File: src/hdl/corr_pkg.sv
`default_nettype none

package corr_pkg;

   // ------------------------------------------------------------
   // Sizes
   // ------------------------------------------------------------
   localparam int ACCUM_BITS  = 8;             // One count, wraps modulo 256
   localparam int NUM_ANTENNA = 4;             // Sign bits per component
   localparam int ANT_BITS    = $clog2(NUM_ANTENNA);

   localparam int TRATE = 4;                   // Pair slots per pass
   localparam int TBITS = $clog2(TRATE);       // Slot index width

   localparam int BLOCK_BITS = 2;              // Four buffer blocks

   // Bus address is {block, slot, word}
   localparam int ABITS = BLOCK_BITS + TBITS + 1;

   // ------------------------------------------------------------
   // Antenna pairs, one per slot
   // ------------------------------------------------------------
   // Index [slot][0] is the first antenna, [slot][1] the second
   localparam logic [ANT_BITS-1:0] PAIR_TABLE [TRATE][2] = '{
      '{2'd0, 2'd1},                           // Slot 0
      '{2'd0, 2'd2},                           // Slot 1
      '{2'd1, 2'd3},                           // Slot 2
      '{2'd2, 2'd3}                            // Slot 3
   };

   // ------------------------------------------------------------
   // Enums
   // ------------------------------------------------------------
   // Accumulator pass state
   typedef enum logic [1:0] {
      ST_IDLE  = 2'd0,                         // Not enabled, waiting for a pass
      ST_CLEAR = 2'd1,                         // First pass into a block
      ST_ACCUM = 2'd2                          // Adding onto stored counts
   } acc_state_e;

   // Word inside one visibility
   typedef enum logic {
      WORD_COS = 1'b0,
      WORD_SIN = 1'b1
   } vis_word_e;

endpackage

`default_nettype wire

File: src/hdl/vis_wr_if.sv
`timescale 1ns/1ps
`default_nettype none

// Accumulated visibilities, one slot per write strobe
interface vis_wr_if import corr_pkg::*; ();

   logic                  we;                  // One-cycle write strobe
   logic [BLOCK_BITS-1:0] blk;                 // Target block
   logic [TBITS-1:0]      slot;                // Pair slot
   logic [ACCUM_BITS-1:0] cos;                 // Real agreement count
   logic [ACCUM_BITS-1:0] sin;                 // Imag/real agreement count

   // No back-pressure, buffer takes every write
   modport producer (
      output we, blk, slot, cos, sin
   );

   modport buffer (
      input  we, blk, slot, cos, sin
   );

endinterface

`default_nettype wire

File: src/hdl/correlator_block.sv
`timescale 1ns/1ps
`default_nettype none

module correlator_block import corr_pkg::*; (
   input  wire logic                   clk_x,
   input  wire logic                   rst,

   // Antenna side
   input  wire logic                   en_i,            // Samples valid
   input  wire logic                   sw_i,            // Bank switch pulse
   input  wire logic [NUM_ANTENNA-1:0] re_i,            // Real sign bits
   input  wire logic [NUM_ANTENNA-1:0] im_i,            // Imag sign bits

   // Wishbone-like read-back bus
   input  wire logic                   cyc_i,
   input  wire logic                   stb_i,
   input  wire logic                   we_i,
   input  wire logic [ABITS-1:0]       adr_i,
   output logic                        ack_o,
   output logic      [ACCUM_BITS-1:0]  dat_o,

   // Sticky wrap flags
   output logic                        overflow_cos_o,
   output logic                        overflow_sin_o
);

   // ------------------------------------------------------------
   // Internal links
   // ------------------------------------------------------------
   vis_wr_if vis_wr ();                         // Producer to buffer

   logic [BLOCK_BITS+TBITS-1:0] rd_adr;        // Reader to buffer
   logic [1:0][ACCUM_BITS-1:0]  rd_dat;        // Buffer to reader

   correlator_mac u_mac (
      .clk_x          (clk_x),
      .rst            (rst),
      .en_i           (en_i),
      .sw_i           (sw_i),
      .re_i           (re_i),
      .im_i           (im_i),
      .vis            (vis_wr.producer),
      .overflow_cos_o (overflow_cos_o),
      .overflow_sin_o (overflow_sin_o)
   );

   visibility_buffer u_buf (
      .clk_x    (clk_x),
      .vis      (vis_wr.buffer),
      .rd_adr_i (rd_adr),
      .rd_dat_o (rd_dat)
   );

   vis_bus_reader u_reader (
      .clk_x    (clk_x),
      .rst      (rst),
      .cyc_i    (cyc_i),
      .stb_i    (stb_i),
      .we_i     (we_i),
      .adr_i    (adr_i),
      .rd_adr_o (rd_adr),
      .rd_dat_i (rd_dat),
      .ack_o    (ack_o),
      .dat_o    (dat_o)
   );

endmodule

`default_nettype wire

File: src/hdl/correlator_mac.sv
`timescale 1ns/1ps
`default_nettype none

module correlator_mac import corr_pkg::*; (
   input  wire logic                   clk_x,
   input  wire logic                   rst,
   input  wire logic                   en_i,       // Samples valid
   input  wire logic                   sw_i,       // Bank switch pulse
   input  wire logic [NUM_ANTENNA-1:0] re_i,
   input  wire logic [NUM_ANTENNA-1:0] im_i,
   vis_wr_if.producer                  vis,
   output logic                        overflow_cos_o,
   output logic                        overflow_sin_o
);

   acc_state_e            state;
   logic                  swap_pend, swap_req;
   logic [TBITS-1:0]      rd_slot, wr_slot;
   logic                  rd_wrap, wr_wrap;
   logic [BLOCK_BITS-1:0] rd_blk, wr_blk;
   logic                  wr_vld;
   logic                  clr_now, clr_q;
   logic [ANT_BITS-1:0]   ant_a, ant_b;
   logic                  cos_bit, sin_bit;
   logic                  cos_bit_q, sin_bit_q;
   logic [ACCUM_BITS-1:0] acc_cos [TRATE];     // Per-slot accumulator store
   logic [ACCUM_BITS-1:0] acc_sin [TRATE];
   logic [ACCUM_BITS-1:0] old_cos_q, old_sin_q;
   logic [ACCUM_BITS:0]   sum_cos, sum_sin;    // Extra bit is the carry
   logic [ACCUM_BITS-1:0] cos_q, sin_q;
   logic                  cos_cry_q, sin_cry_q;

   rmw_address_unit u_rmw (
      .clk_x      (clk_x),
      .rst        (rst),
      .ce_i       (en_i),
      .swap_req_i (swap_req),
      .rd_slot_o  (rd_slot),
      .wr_slot_o  (wr_slot),
      .rd_wrap_o  (rd_wrap),
      .wr_wrap_o  (wr_wrap),
      .rd_blk_o   (rd_blk),
      .wr_blk_o   (wr_blk),
      .valid_o    (wr_vld)
   );

   // ------------------------------------------------------------
   // Pending swap and pass state
   // ------------------------------------------------------------
   assign swap_req = swap_pend | sw_i;         // Pulse may land on the wrap itself

   always_ff @(posedge clk_x) begin
      if (rst)
         swap_pend <= 1'b0;
      else if (en_i && rd_wrap)
         swap_pend <= 1'b0;                    // Taken by the block tag
      else
         swap_pend <= swap_req;
   end

   // Slot 0 read straight out of idle opens the clear pass
   assign clr_now = (state == ST_CLEAR) || (state == ST_IDLE && rd_slot == '0);

   always_ff @(posedge clk_x) begin
      if (rst || !en_i)
         state <= ST_IDLE;
      else if (rd_wrap)
         state <= (swap_req || state == ST_IDLE) ? ST_CLEAR : ST_ACCUM;
      else if (state == ST_IDLE && rd_slot == '0)
         state <= ST_CLEAR;
   end

   // ------------------------------------------------------------
   // Read stage: pair select and 1-bit multiply
   // ------------------------------------------------------------
   assign ant_a   = PAIR_TABLE[rd_slot][0];
   assign ant_b   = PAIR_TABLE[rd_slot][1];
   assign cos_bit = ~(re_i[ant_a] ^ re_i[ant_b]);   // Re/Re agree
   assign sin_bit = ~(im_i[ant_a] ^ re_i[ant_b]);   // Im/Re agree

   always_ff @(posedge clk_x) begin
      cos_bit_q <= cos_bit;
      sin_bit_q <= sin_bit;
      clr_q     <= clr_now;
      old_cos_q <= acc_cos[rd_slot];
      old_sin_q <= acc_sin[rd_slot];
   end

   // Accumulate stage, zero base in a clear pass
   assign sum_cos = (clr_q ? '0 : {1'b0, old_cos_q}) + (ACCUM_BITS+1)'(cos_bit_q);
   assign sum_sin = (clr_q ? '0 : {1'b0, old_sin_q}) + (ACCUM_BITS+1)'(sin_bit_q);

   always_ff @(posedge clk_x) begin
      cos_q     <= sum_cos[ACCUM_BITS-1:0];
      sin_q     <= sum_sin[ACCUM_BITS-1:0];
      cos_cry_q <= sum_cos[ACCUM_BITS];
      sin_cry_q <= sum_sin[ACCUM_BITS];
      if (wr_vld) begin                        // Write-back, same cycle as the strobe
         acc_cos[wr_slot] <= cos_q;
         acc_sin[wr_slot] <= sin_q;
      end
   end

   // Sticky wrap flags
   always_ff @(posedge clk_x) begin
      if (rst) begin
         overflow_cos_o <= 1'b0;
         overflow_sin_o <= 1'b0;
      end else if (wr_vld) begin
         if (cos_cry_q)
            overflow_cos_o <= 1'b1;
         if (sin_cry_q)
            overflow_sin_o <= 1'b1;
      end
   end

   assign vis.we   = wr_vld;
   assign vis.blk  = wr_blk;
   assign vis.slot = wr_slot;
   assign vis.cos  = cos_q;
   assign vis.sin  = sin_q;

   // No write strobe while reset is held
   a_no_wr_in_rst : assert property (@(posedge clk_x)
      rst |-> (vis.we !== 1'b1));

   // Block tag on the write side only moves after a pass-end write
   a_wr_blk_hold : assert property (@(posedge clk_x) disable iff (rst)
      (wr_vld && !wr_wrap) |=> $stable(wr_blk));

endmodule

`default_nettype wire

File: src/hdl/rmw_address_unit.sv
`timescale 1ns/1ps
`default_nettype none

module rmw_address_unit import corr_pkg::*; (
   input  wire logic                  clk_x,
   input  wire logic                  rst,
   input  wire logic                  ce_i,        // Read cycle
   input  wire logic                  swap_req_i,  // Switch block at this wrap
   output logic      [TBITS-1:0]      rd_slot_o,
   output logic      [TBITS-1:0]      wr_slot_o,
   output logic                       rd_wrap_o,
   output logic                       wr_wrap_o,
   output logic      [BLOCK_BITS-1:0] rd_blk_o,
   output logic      [BLOCK_BITS-1:0] wr_blk_o,
   output logic                       valid_o      // Write-stage strobe
);

   // Accumulate stage
   logic                  vld1;
   logic [TBITS-1:0]      slot1;
   logic [BLOCK_BITS-1:0] blk1;

   assign rd_wrap_o = (rd_slot_o == TBITS'(TRATE - 1));
   assign wr_wrap_o = (wr_slot_o == TBITS'(TRATE - 1));

   // ------------------------------------------------------------
   // Read pointer and block tag
   // ------------------------------------------------------------
   always_ff @(posedge clk_x) begin
      if (rst) begin
         rd_slot_o <= '0;
         rd_blk_o  <= '0;
      end else if (ce_i) begin
         rd_slot_o <= rd_wrap_o ? '0 : rd_slot_o + 1'b1;
         if (rd_wrap_o && swap_req_i)
            rd_blk_o <= rd_blk_o + 1'b1;       // Next pass goes to a fresh block
      end
   end

   // Two-stage delay, tag travels with its slot
   always_ff @(posedge clk_x) begin
      if (rst) begin
         vld1      <= 1'b0;
         valid_o   <= 1'b0;
         slot1     <= '0;
         blk1      <= '0;
         wr_slot_o <= '0;
         wr_blk_o  <= '0;
      end else begin
         vld1    <= ce_i;
         valid_o <= vld1;
         if (ce_i) begin                       // Hold across idle cycles
            slot1 <= rd_slot_o;
            blk1  <= rd_blk_o;
         end
         if (vld1) begin
            wr_slot_o <= slot1;
            wr_blk_o  <= blk1;
         end
      end
   end

   // Write side lags the read side by exactly two enabled cycles
   a_wr_slot_lag : assert property (@(posedge clk_x) disable iff (rst)
      valid_o |-> (wr_slot_o == $past(rd_slot_o, 2)));

endmodule

`default_nettype wire

File: src/hdl/vis_bus_reader.sv
`timescale 1ns/1ps
`default_nettype none

module vis_bus_reader import corr_pkg::*; (
   input  wire logic                          clk_x,
   input  wire logic                          rst,
   input  wire logic                          cyc_i,
   input  wire logic                          stb_i,
   input  wire logic                          we_i,      // Writes acked like reads
   input  wire logic [ABITS-1:0]              adr_i,     // {block, slot, word}
   output logic      [BLOCK_BITS+TBITS-1:0]   rd_adr_o,
   input  wire logic [1:0][ACCUM_BITS-1:0]    rd_dat_i,
   output logic                               ack_o,
   output logic      [ACCUM_BITS-1:0]         dat_o
);

   logic      req;                              // Bus request this cycle
   logic      ack_q;                            // First acknowledge stage
   vis_word_e word_q;                           // Word of the request in flight

   assign req = cyc_i & stb_i;

   // Block and slot go straight to the buffer read port
   assign rd_adr_o = adr_i[ABITS-1:1];

   // ------------------------------------------------------------
   // Data path, buffer answers one cycle after the request
   // ------------------------------------------------------------
   always_ff @(posedge clk_x) begin
      if (req)
         word_q <= vis_word_e'(adr_i[0]);
      dat_o <= rd_dat_i[word_q];                // Valid together with ack_o
   end

   // Two-stage acknowledge, dropped if the cycle ends early
   always_ff @(posedge clk_x) begin
      if (rst) begin
         ack_q <= 1'b0;
         ack_o <= 1'b0;
      end else begin
         ack_q <= req;
         ack_o <= ack_q & cyc_i;
      end
   end

   // Every acknowledge traces back to a request
   a_ack_has_req : assert property (@(posedge clk_x) disable iff (rst)
      ack_o |-> $past(req, 2));

endmodule

`default_nettype wire

File: src/hdl/visibility_buffer.sv
`timescale 1ns/1ps
`default_nettype none

module visibility_buffer import corr_pkg::*; (
   input  wire logic                          clk_x,
   vis_wr_if.buffer                           vis,
   input  wire logic [BLOCK_BITS+TBITS-1:0]   rd_adr_i,  // {block, slot}
   output logic      [1:0][ACCUM_BITS-1:0]    rd_dat_o   // Indexed by vis_word_e
);

   // ------------------------------------------------------------
   // Storage, one entry per block and slot
   // ------------------------------------------------------------
   // Word 0 holds cos, word 1 holds sin
   logic [1:0][ACCUM_BITS-1:0] mem [1 << (BLOCK_BITS + TBITS)];

   // Write port, every strobe lands
   always_ff @(posedge clk_x) begin
      if (vis.we)
         mem[{vis.blk, vis.slot}] <= {vis.sin, vis.cos};
   end

   // Read port, one registered cycle
   // Same-cycle write to the same entry returns the old value
   always_ff @(posedge clk_x) begin
      rd_dat_o <= mem[rd_adr_i];
   end

   // Producer must never strobe with an undriven tag
   a_wr_adr_known : assert property (@(posedge clk_x)
      vis.we |-> !$isunknown({vis.blk, vis.slot}));

endmodule

`default_nettype wire

File: config.mk
export PLATFORM = sky130hd
export DESIGN_NAME = correlator_block
export DESIGN_NICKNAME = d
export VERILOG_FILES = /design/src/hdl/corr_pkg.sv /design/src/hdl/vis_wr_if.sv /design/src/hdl/correlator_block.sv /design/src/hdl/correlator_mac.sv /design/src/hdl/rmw_address_unit.sv /design/src/hdl/vis_bus_reader.sv /design/src/hdl/visibility_buffer.sv
export SDC_FILE = /design/constraint.sdc
export NUM_CORES = 1
export LEC_CHECK = 0
export BUFFER_PORTS_ARGS = -buffer_cell sky130_fd_sc_hd__buf_2
export CAP_MARGIN = 40
export CORE_UTILIZATION = 69
export CTS_BUF_LIST = sky130_fd_sc_hd__clkbuf_8
export CTS_CLUSTER_DIAMETER = 30
export DETAILED_ROUTE_END_ITERATION = 10
export MAX_ROUTING_LAYER = met4
export PLACE_DENSITY = 0.86
export SLEW_MARGIN = 10
export SYNTH_ARGS = -nofsm -noshare
export SYNTH_HDL_FRONTEND = slang
export SYNTH_SLANG_ARGS = --single-unit
export TNS_END_PERCENT = 30
File: constraint.sdc
create_clock -name clk_x -period 4.2 [get_ports clk_x]
set_input_delay 0.84 -clock clk_x [delete_from_list [all_inputs] [get_ports clk_x]]
set_output_delay 0.84 -clock clk_x [all_outputs]
set_load 0.005 [all_outputs]
==> impl_results.md, run 1 <==
* Gr ovfl total at 0
* Chip height at 147.8 um
* Min-delay src: u_reader.ack_q
* H-tree levels at 3
* Endpoints failing hold at 0
* Hold depth at 2
* RR Endpoint: u_mac.acc_sin[0][7]
* Antenna Cells at 0
* Detailed Route WL at 27370 um
* DR vias/cell at 6.260
* Largest net degree at the start of global routing at 47
* Post-layout min period at 2.190 ns
* HPWL after detailed placement at 16730 um
* DR WL/cell at 24.20 um
* Commonest non-fill, non-tap cell in the layout: edfxtp_1
* Reg clk slew, reported paths at 0.06 ns
* Clock tree sinks at 403
* Global placer's final weighted congestion at 0.7808
* Most frequent cells in the layout: edfxtp_1, dfxtp_1, mux4_2, clkbuf_8, nor2_1
* Dpl ws at 1.381 ns
* DR pass1 iterations at 5
* Layout cells sized above 1 at 26.95%
* Core Area at 20560 um2
* DP Area at 15210 um2
* RSZ-0062 raised after global routing: false
* Post-CTS sizing at 0
* Hold Crit Class: flop to flop
* Row cnt at 52
* Worst Path Required at 4.65 ns
* Sequential area share after synthesis at 76.92%
* First-pass GRT wire length at 42140 um
* Die Wd at 147.8 um
* Die ar. at 21840 um2
* Total number of vias at 7080
* Initial Utilization at 71.33%
* Setup violations, final at 0
* Reg2reg start: u_mac.u_rmw.valid_o
* Reg2Reg Depth at 2
* Max cap viols at 0
* Post-CTS Repair Setup Buffers at 0
* Starting DRT DRC Count at 659
* Seq cells post-synth at 403
* Post-Synthesis Cell Area at 14670 um2
* Worst-Margin Slew at 0.8432 ns
* Antenna violations before repair at 0
* Worst slew margin at 43.79%
* Final WS setup at 2.010 ns
* Leak pwr at 5.732 nW
* VDD IR max at 0.3672 mV
* Post-route setup TNS at 0 ns
* CTS tree: built
* Mapped Cells at 722
* Vias in the first global route at 7600
* Clk buf depth at 3
* Outcome: finished, final reports clean
* Post-route cell area at 16510 um2
* Average size of a mapped cell at 20.31 um2
* Gr usage total at 27.44%
* Hold buffer count at cts at 0
* Synth unique cells at 39
* TritonCTS Buffers at 66
* P&R area growth vs syn at 12.58%
* CP Capture Type: flop
* Pwr/cell area at 501.4 nW/um2
* CP Max Fanout at 46
* Hold Crit Endpoint: u_reader.ack_o
* Worst setup SP type: primary input
* R2R Setup Slk at 2.13 ns
* Post-route ant nets at 0
* Clock root buffer master: clkbuf_8
* Post-Place Cells at 1011
* Final Cycle Share at 52.15%
* YS warnings at 0
* Achievable frequency at 456.6 MHz
* Boundary Pins at 31
* Crit path kind: primary input to flop
* Remaining DRCs at 0
* Slew Limit Fails at 0
* Non-filler cells, final at 1131
* Worst-skew pair later-pin latency at 0.57 ns
* Synthesized Nets at 751
* CP Data Arrival Time at 2.64 ns
* I/O Buffers at 29
* Clock Skew at 0.01947 ns
* Post-layout nets at 838
stage by stage:
step	util, %	hold WS, ns	power, mW
floorplan	-	0.4020	4.925
global placement	73.79	0.4198	5.039
detailed placement	73.96	0.4113	5.093
CTS	80.31	0.4195	8.328
global route	80.31	0.4280	8.525
finish	80.31	0.4167	8.279
Yosys cell counts, drive strengths merged:
library cell  instances  area [um2]
xor2                  7       61.31
buf                  21       136.4
nor3b                 1       7.510
mux2i                10       100.1
nor2b                 6       37.54
o21ai                 4       20.02
nor2                 38       142.6
or3b                  1       8.760
or3                   2       12.51
a211oi                1       7.510
dfxtp                82        1642
nand2b                9       56.30
o2111ai               1       8.760
clkbuf               12       46.29
nor3                  5       25.02
nor4                  2       12.51
or4                   2       15.01
mux4                 83        1907
a22oi                32       240.2
nand2                23       86.33
edfxtp              321        9639
ha                    9       112.6
inv                  10       37.54
o211ai                1       7.510
o31ai                 2       15.01
mux2                  8       90.09
and3                  1       6.260
xnor2                 7       61.31
nand3b                3       22.52
a21oi                 8       40.04
and2                  2       12.51
nand3                 5       25.02
nand4                 2       12.51
o21ba                 1       10.01
critical path, cell delays in order:
cell     delay [ns]
buf_4          0.33
buf_12         0.37
mux4_1         0.62
a22oi_1        0.31
nand2_1        0.11
registers in the layout, summed over array words and instances, names as in the netlist, 8 cells and up:
signal,cells
u_buf.mem,256
u_buf.rd_dat_o,16
u_mac.acc_cos,32
u_mac.acc_sin,32
u_mac.old_cos_q,8
u_mac.old_sin_q,8
u_mac.vis.cos,8
u_mac.vis.sin,8
u_reader.dat_o,8
layer usage:
layer | GRT usage, % | vias up | part of all wire (%) | routed length [um]
met5 | - | - | 0 | 0
met4 | 10.31 | 0 | 2.1 | 587
met3 | 4.722 | 51 | 6.6 | 1799
met2 | 45.26 | 320 | 52 | 14240
met1 | 34.74 | 3629 | 39 | 10740
li1 | - | 3080 | - | -
cells by family (layout without fill, tap and decap cells):
kind of cell / after synthesis / in the layout / share of synthesized area (%)
AOI/OAI and AO/OA: 50 / 50 / 2.380
xor gates and xnor gates: 14 / 14 / 0.8361
DFF: 403 / 403 / 76.92
adders and majority gates: 9 / 9 / 0.7679
muxes: 101 / 101 / 14.30
buffers and inverters: 43 / 182 / 1.502
and+or+nand+nor: 102 / 102 / 3.293
power by group:
part / total (mW) / switching (mW) / internal, mW
combinational: 0.324 / 0.156 / 0.168
sequential: 4.69 / 0.187 / 4.51
clock: 3.26 / 1.46 / 1.80
total: 8.28 / 1.81 / 6.47
how the worst max path moves through the flow:
stage,slack [ns],depth (start not counted),to,startpoint
CTS,1.99,5,u_buf.rd_dat_o[15],adr_i[1]
detailed placement,1.38,5,u_buf.rd_dat_o[15],adr_i[1]
floorplan,1.77,2,u_buf.mem[0][0],u_mac.u_rmw.valid_o
finish,2.01,5,u_buf.rd_dat_o[15],adr_i[1]
global placement,1.53,5,u_buf.rd_dat_o[3],adr_i[1]
global route,1.96,5,u_buf.rd_dat_o[15],adr_i[1]
layout make-up:
cell class	count	area [um2]
sequential	403	11280
fill	1021	4049
multi-input combinational	276	3184
clock buffer	73	1005
timing repair buffer	52	365.4
tap	270	337.8
clock inverter	47	300.3
inverter	10	37.54
No activity file was read; power rests on OpenSTA's default activity.
==> inputs of run 2 (changes only) <==
--- a/config.mk
+++ b/config.mk
@@ -7,12 +7,12 @@
 export LEC_CHECK = 0
 export BUFFER_PORTS_ARGS = -buffer_cell sky130_fd_sc_hd__buf_2
 export CAP_MARGIN = 40
-export CORE_UTILIZATION = 69
+export CORE_UTILIZATION = 58
 export CTS_BUF_LIST = sky130_fd_sc_hd__clkbuf_8
 export CTS_CLUSTER_DIAMETER = 30
 export DETAILED_ROUTE_END_ITERATION = 10
 export MAX_ROUTING_LAYER = met4
-export PLACE_DENSITY = 0.86
+export PLACE_DENSITY = 0.77
 export SLEW_MARGIN = 10
 export SYNTH_ARGS = -nofsm -noshare
 export SYNTH_HDL_FRONTEND = slang
==> constraint.sdc (replaced) <==
create_clock -name clk_x -period 1.8 [get_ports clk_x]
set_input_delay 0.36 -clock clk_x [delete_from_list [all_inputs] [get_ports clk_x]]
set_output_delay 0.36 -clock clk_x [all_outputs]
set_load 0.005 [all_outputs]
==> run 2 against run 1 <==
  * Critical path depth decreased by 2
  * Flip-flop and latch count unchanged
  * Hold slack worse by 0.36 ns
  * Total power grew 140%
  * Sequential power grew 130%
  * Clock power grew to 2.6 times the previous value
  * Highest routed layer unchanged
  * Register-to-register slack worse by 2.0 ns
  * Setup slack worse by 1.9 ns
  * Global-route usage fell by 4.6 points
  * Non-clock buffer count increased by 14
  * First-iteration DRC count shrank 14%
==> impl_results.md, run 2 (synthesis gave the netlist of run 1 again) <==
* Largest regs: u_buf.mem: 256 flops, u_mac.acc_cos: 32 flops, u_mac.acc_sin: 32 flops
* P&R area growth vs syn at 15.94%
* CP Data Arrival Time at 1.91 ns
* Slew Limit Fails at 0
* Commonest non-fill, non-tap cell in the layout: edfxtp_1
* Worst-skew pair later-pin latency at 0.56 ns
* RR Endpoint: u_buf.mem[8][10]
* Total number of vias at 7091
* Post-route ant nets at 0
* CP cell instances: or3b_2, nor2_1, buf_12
* Clock root buffer master: clkbuf_8
* Initial Utilization at 59.78%
* R2R Setup Slk at 0.14 ns
* HPWL after detailed placement at 16650 um
* CP Max Fanout at 16
* Post-layout nets at 855
* TritonCTS Buffers at 69
* Most frequent cells in the layout: edfxtp_1, clkbuf_8, dfxtp_1
* DR WL/cell at 22.43 um
* Antenna violations before repair at 0
* DR WL met2 at 13550 um
* Worst Path Required at 2.05 ns
* CP peak stage delay at 0.59 ns
* Final Cycle Share at 92.00%
* CP Capture Type: flop
* Clk buf depth at 3
* Worst hold margin at 0.06011 ns
* Hold depth at 3
* Reg2Reg Depth at 3
* Post-route cell area at 17000 um2
* Leak pwr at 5.922 nW
* Worst setup SP type: flop
* Min-delay src: cyc_i
* Worst-Margin Slew at 0.7760 ns
* Vias in the first global route at 7493
* Post-layout min period at 1.656 ns
* Uppermost layer routed: met4
* Non-filler cells, final at 1204
* Remaining DRCs at 0
* H-tree levels at 3
* Hold Crit Class: primary input to flop
* Core Area at 24530 um2
* Clock tree sinks at 403
* Reg clk slew, reported paths at 0.05 ns
* CTS tree: built
* Worst slew margin at 48.20%
* Detailed Route WL at 27000 um
* Routed length on met3 at 1575 um
* VDD IR max at 0.8957 mV
* Die ar. at 25920 um2
* First-pass GRT wire length at 42370 um
* Pwr/cell area at 1181 nW/um2
* Filler cell count at 1476
* DP Area at 15540 um2
* Final Power at 20.08 mW
* Crit path kind: flop to flop
* Reg2reg start: u_mac.u_rmw.wr_slot_o[1]
* Register bank with the most flops: u_buf.mem
* I/O Buffers at 29
* RSZ-0062 raised after global routing: false
* Die Wd at 161.0 um
* Row cnt at 57
* Boundary Pins at 31
* Max cap viols at 0
* Starting DRT DRC Count at 566
* Endpoints failing hold at 0
* Global placer's final weighted congestion at 0.8250
* Clock Skew at 0.02511 ns
* Antenna Cells at 0
* Post-CTS Repair Setup Buffers at 0
* Fin util at 69.30%
* Chip height at 161.0 um
* DR pass1 iterations at 5
* Outcome: finished, final reports clean
* Achievable frequency at 603.9 MHz
* DR vias/cell at 5.890
* Post-Place Cells at 1078
* Gr ovfl total at 0
* Layout cells sized above 1 at 28.41%
* Largest net degree at the start of global routing at 27
* Gr usage total at 22.80%
* Setup violations, final at 0
* DRT met1 WL at 11370 um
* Hold Crit Endpoint: u_reader.ack_o
* Slowest CP cell: or3b_2
* Max FFs per register at 256
## run 2: cell count changes in the layout (fill, tap and decap cells not counted), sizes merged
cell and change:
clkbuf +9, buf +13, clkinvlp -2, inv +3, dlygate4sd3 +1, clkinv -7
bufinv +2
## run 2: worst max-delay path: cells and delay by family, from the launching register on
| kind | cells | cell delay, ns |
|---|---|---|
| buf+inv | 1 | 0.20 |
| simple gates | 2 | 0.82 |
| flops | 1 | 0.33 |
## run 2: timing repair
action,in CTS,in global routing
hold buffers,1,0
gates resized for setup,0,2
endpoints found under the hold margin,1,0
endpoints found under the setup margin,0,1
## run 2: area by class of cell
class,instances,area [um2],area share [%]
multi-input combinational,276,3196,18.79
inverter,10,37.54,0.2208
clock buffer,82,1129,6.638
clock inverter,43,322.8,1.899
timing repair buffer,66,631.9,3.716
sequential,403,11280,66.35
tap,324,405.4,2.384
## run 2: metrics by stage
stage / worst slack (ns) / TNS (ns)
2_1_floorplan: -0.2929 / -15.29
3_3_place_gp: -0.07131 / -0.8649
3_5_place_dp: -0.01792 / -0.03791
4_1_cts: 0.1376 / 0
5_1_grt: 0.07355 / 0
6_report: 0.1441 / 0
## run 2: worst max-delay path by stage
stage,start,end
final,u_mac.u_rmw.wr_slot_o[1],u_buf.mem[8][10]
after global routing,u_mac.u_rmw.wr_slot_o[1],u_buf.mem[12][13]
after CTS,u_mac.u_rmw.wr_slot_o[1],u_buf.mem[8][10]
after detailed placement,adr_i[1],u_buf.rd_dat_o[2]
after global placement,adr_i[3],u_buf.rd_dat_o[12]
after floorplan,u_mac.u_rmw.valid_o,u_buf.mem[3][0]
## run 2: routing by layer
layer,vias up,global-route usage [%]
met3,60,4.725
met5,-,-
met1,3674,29.83
met4,0,6.389
li1,3119,-
met2,238,36.74
## run 2: power breakdown
group,total [mW],switching (mW),internal [mW]
Sequential,10.9,0.418,10.5
Combinational,0.805,0.383,0.422
Clock,8.34,3.47,4.88
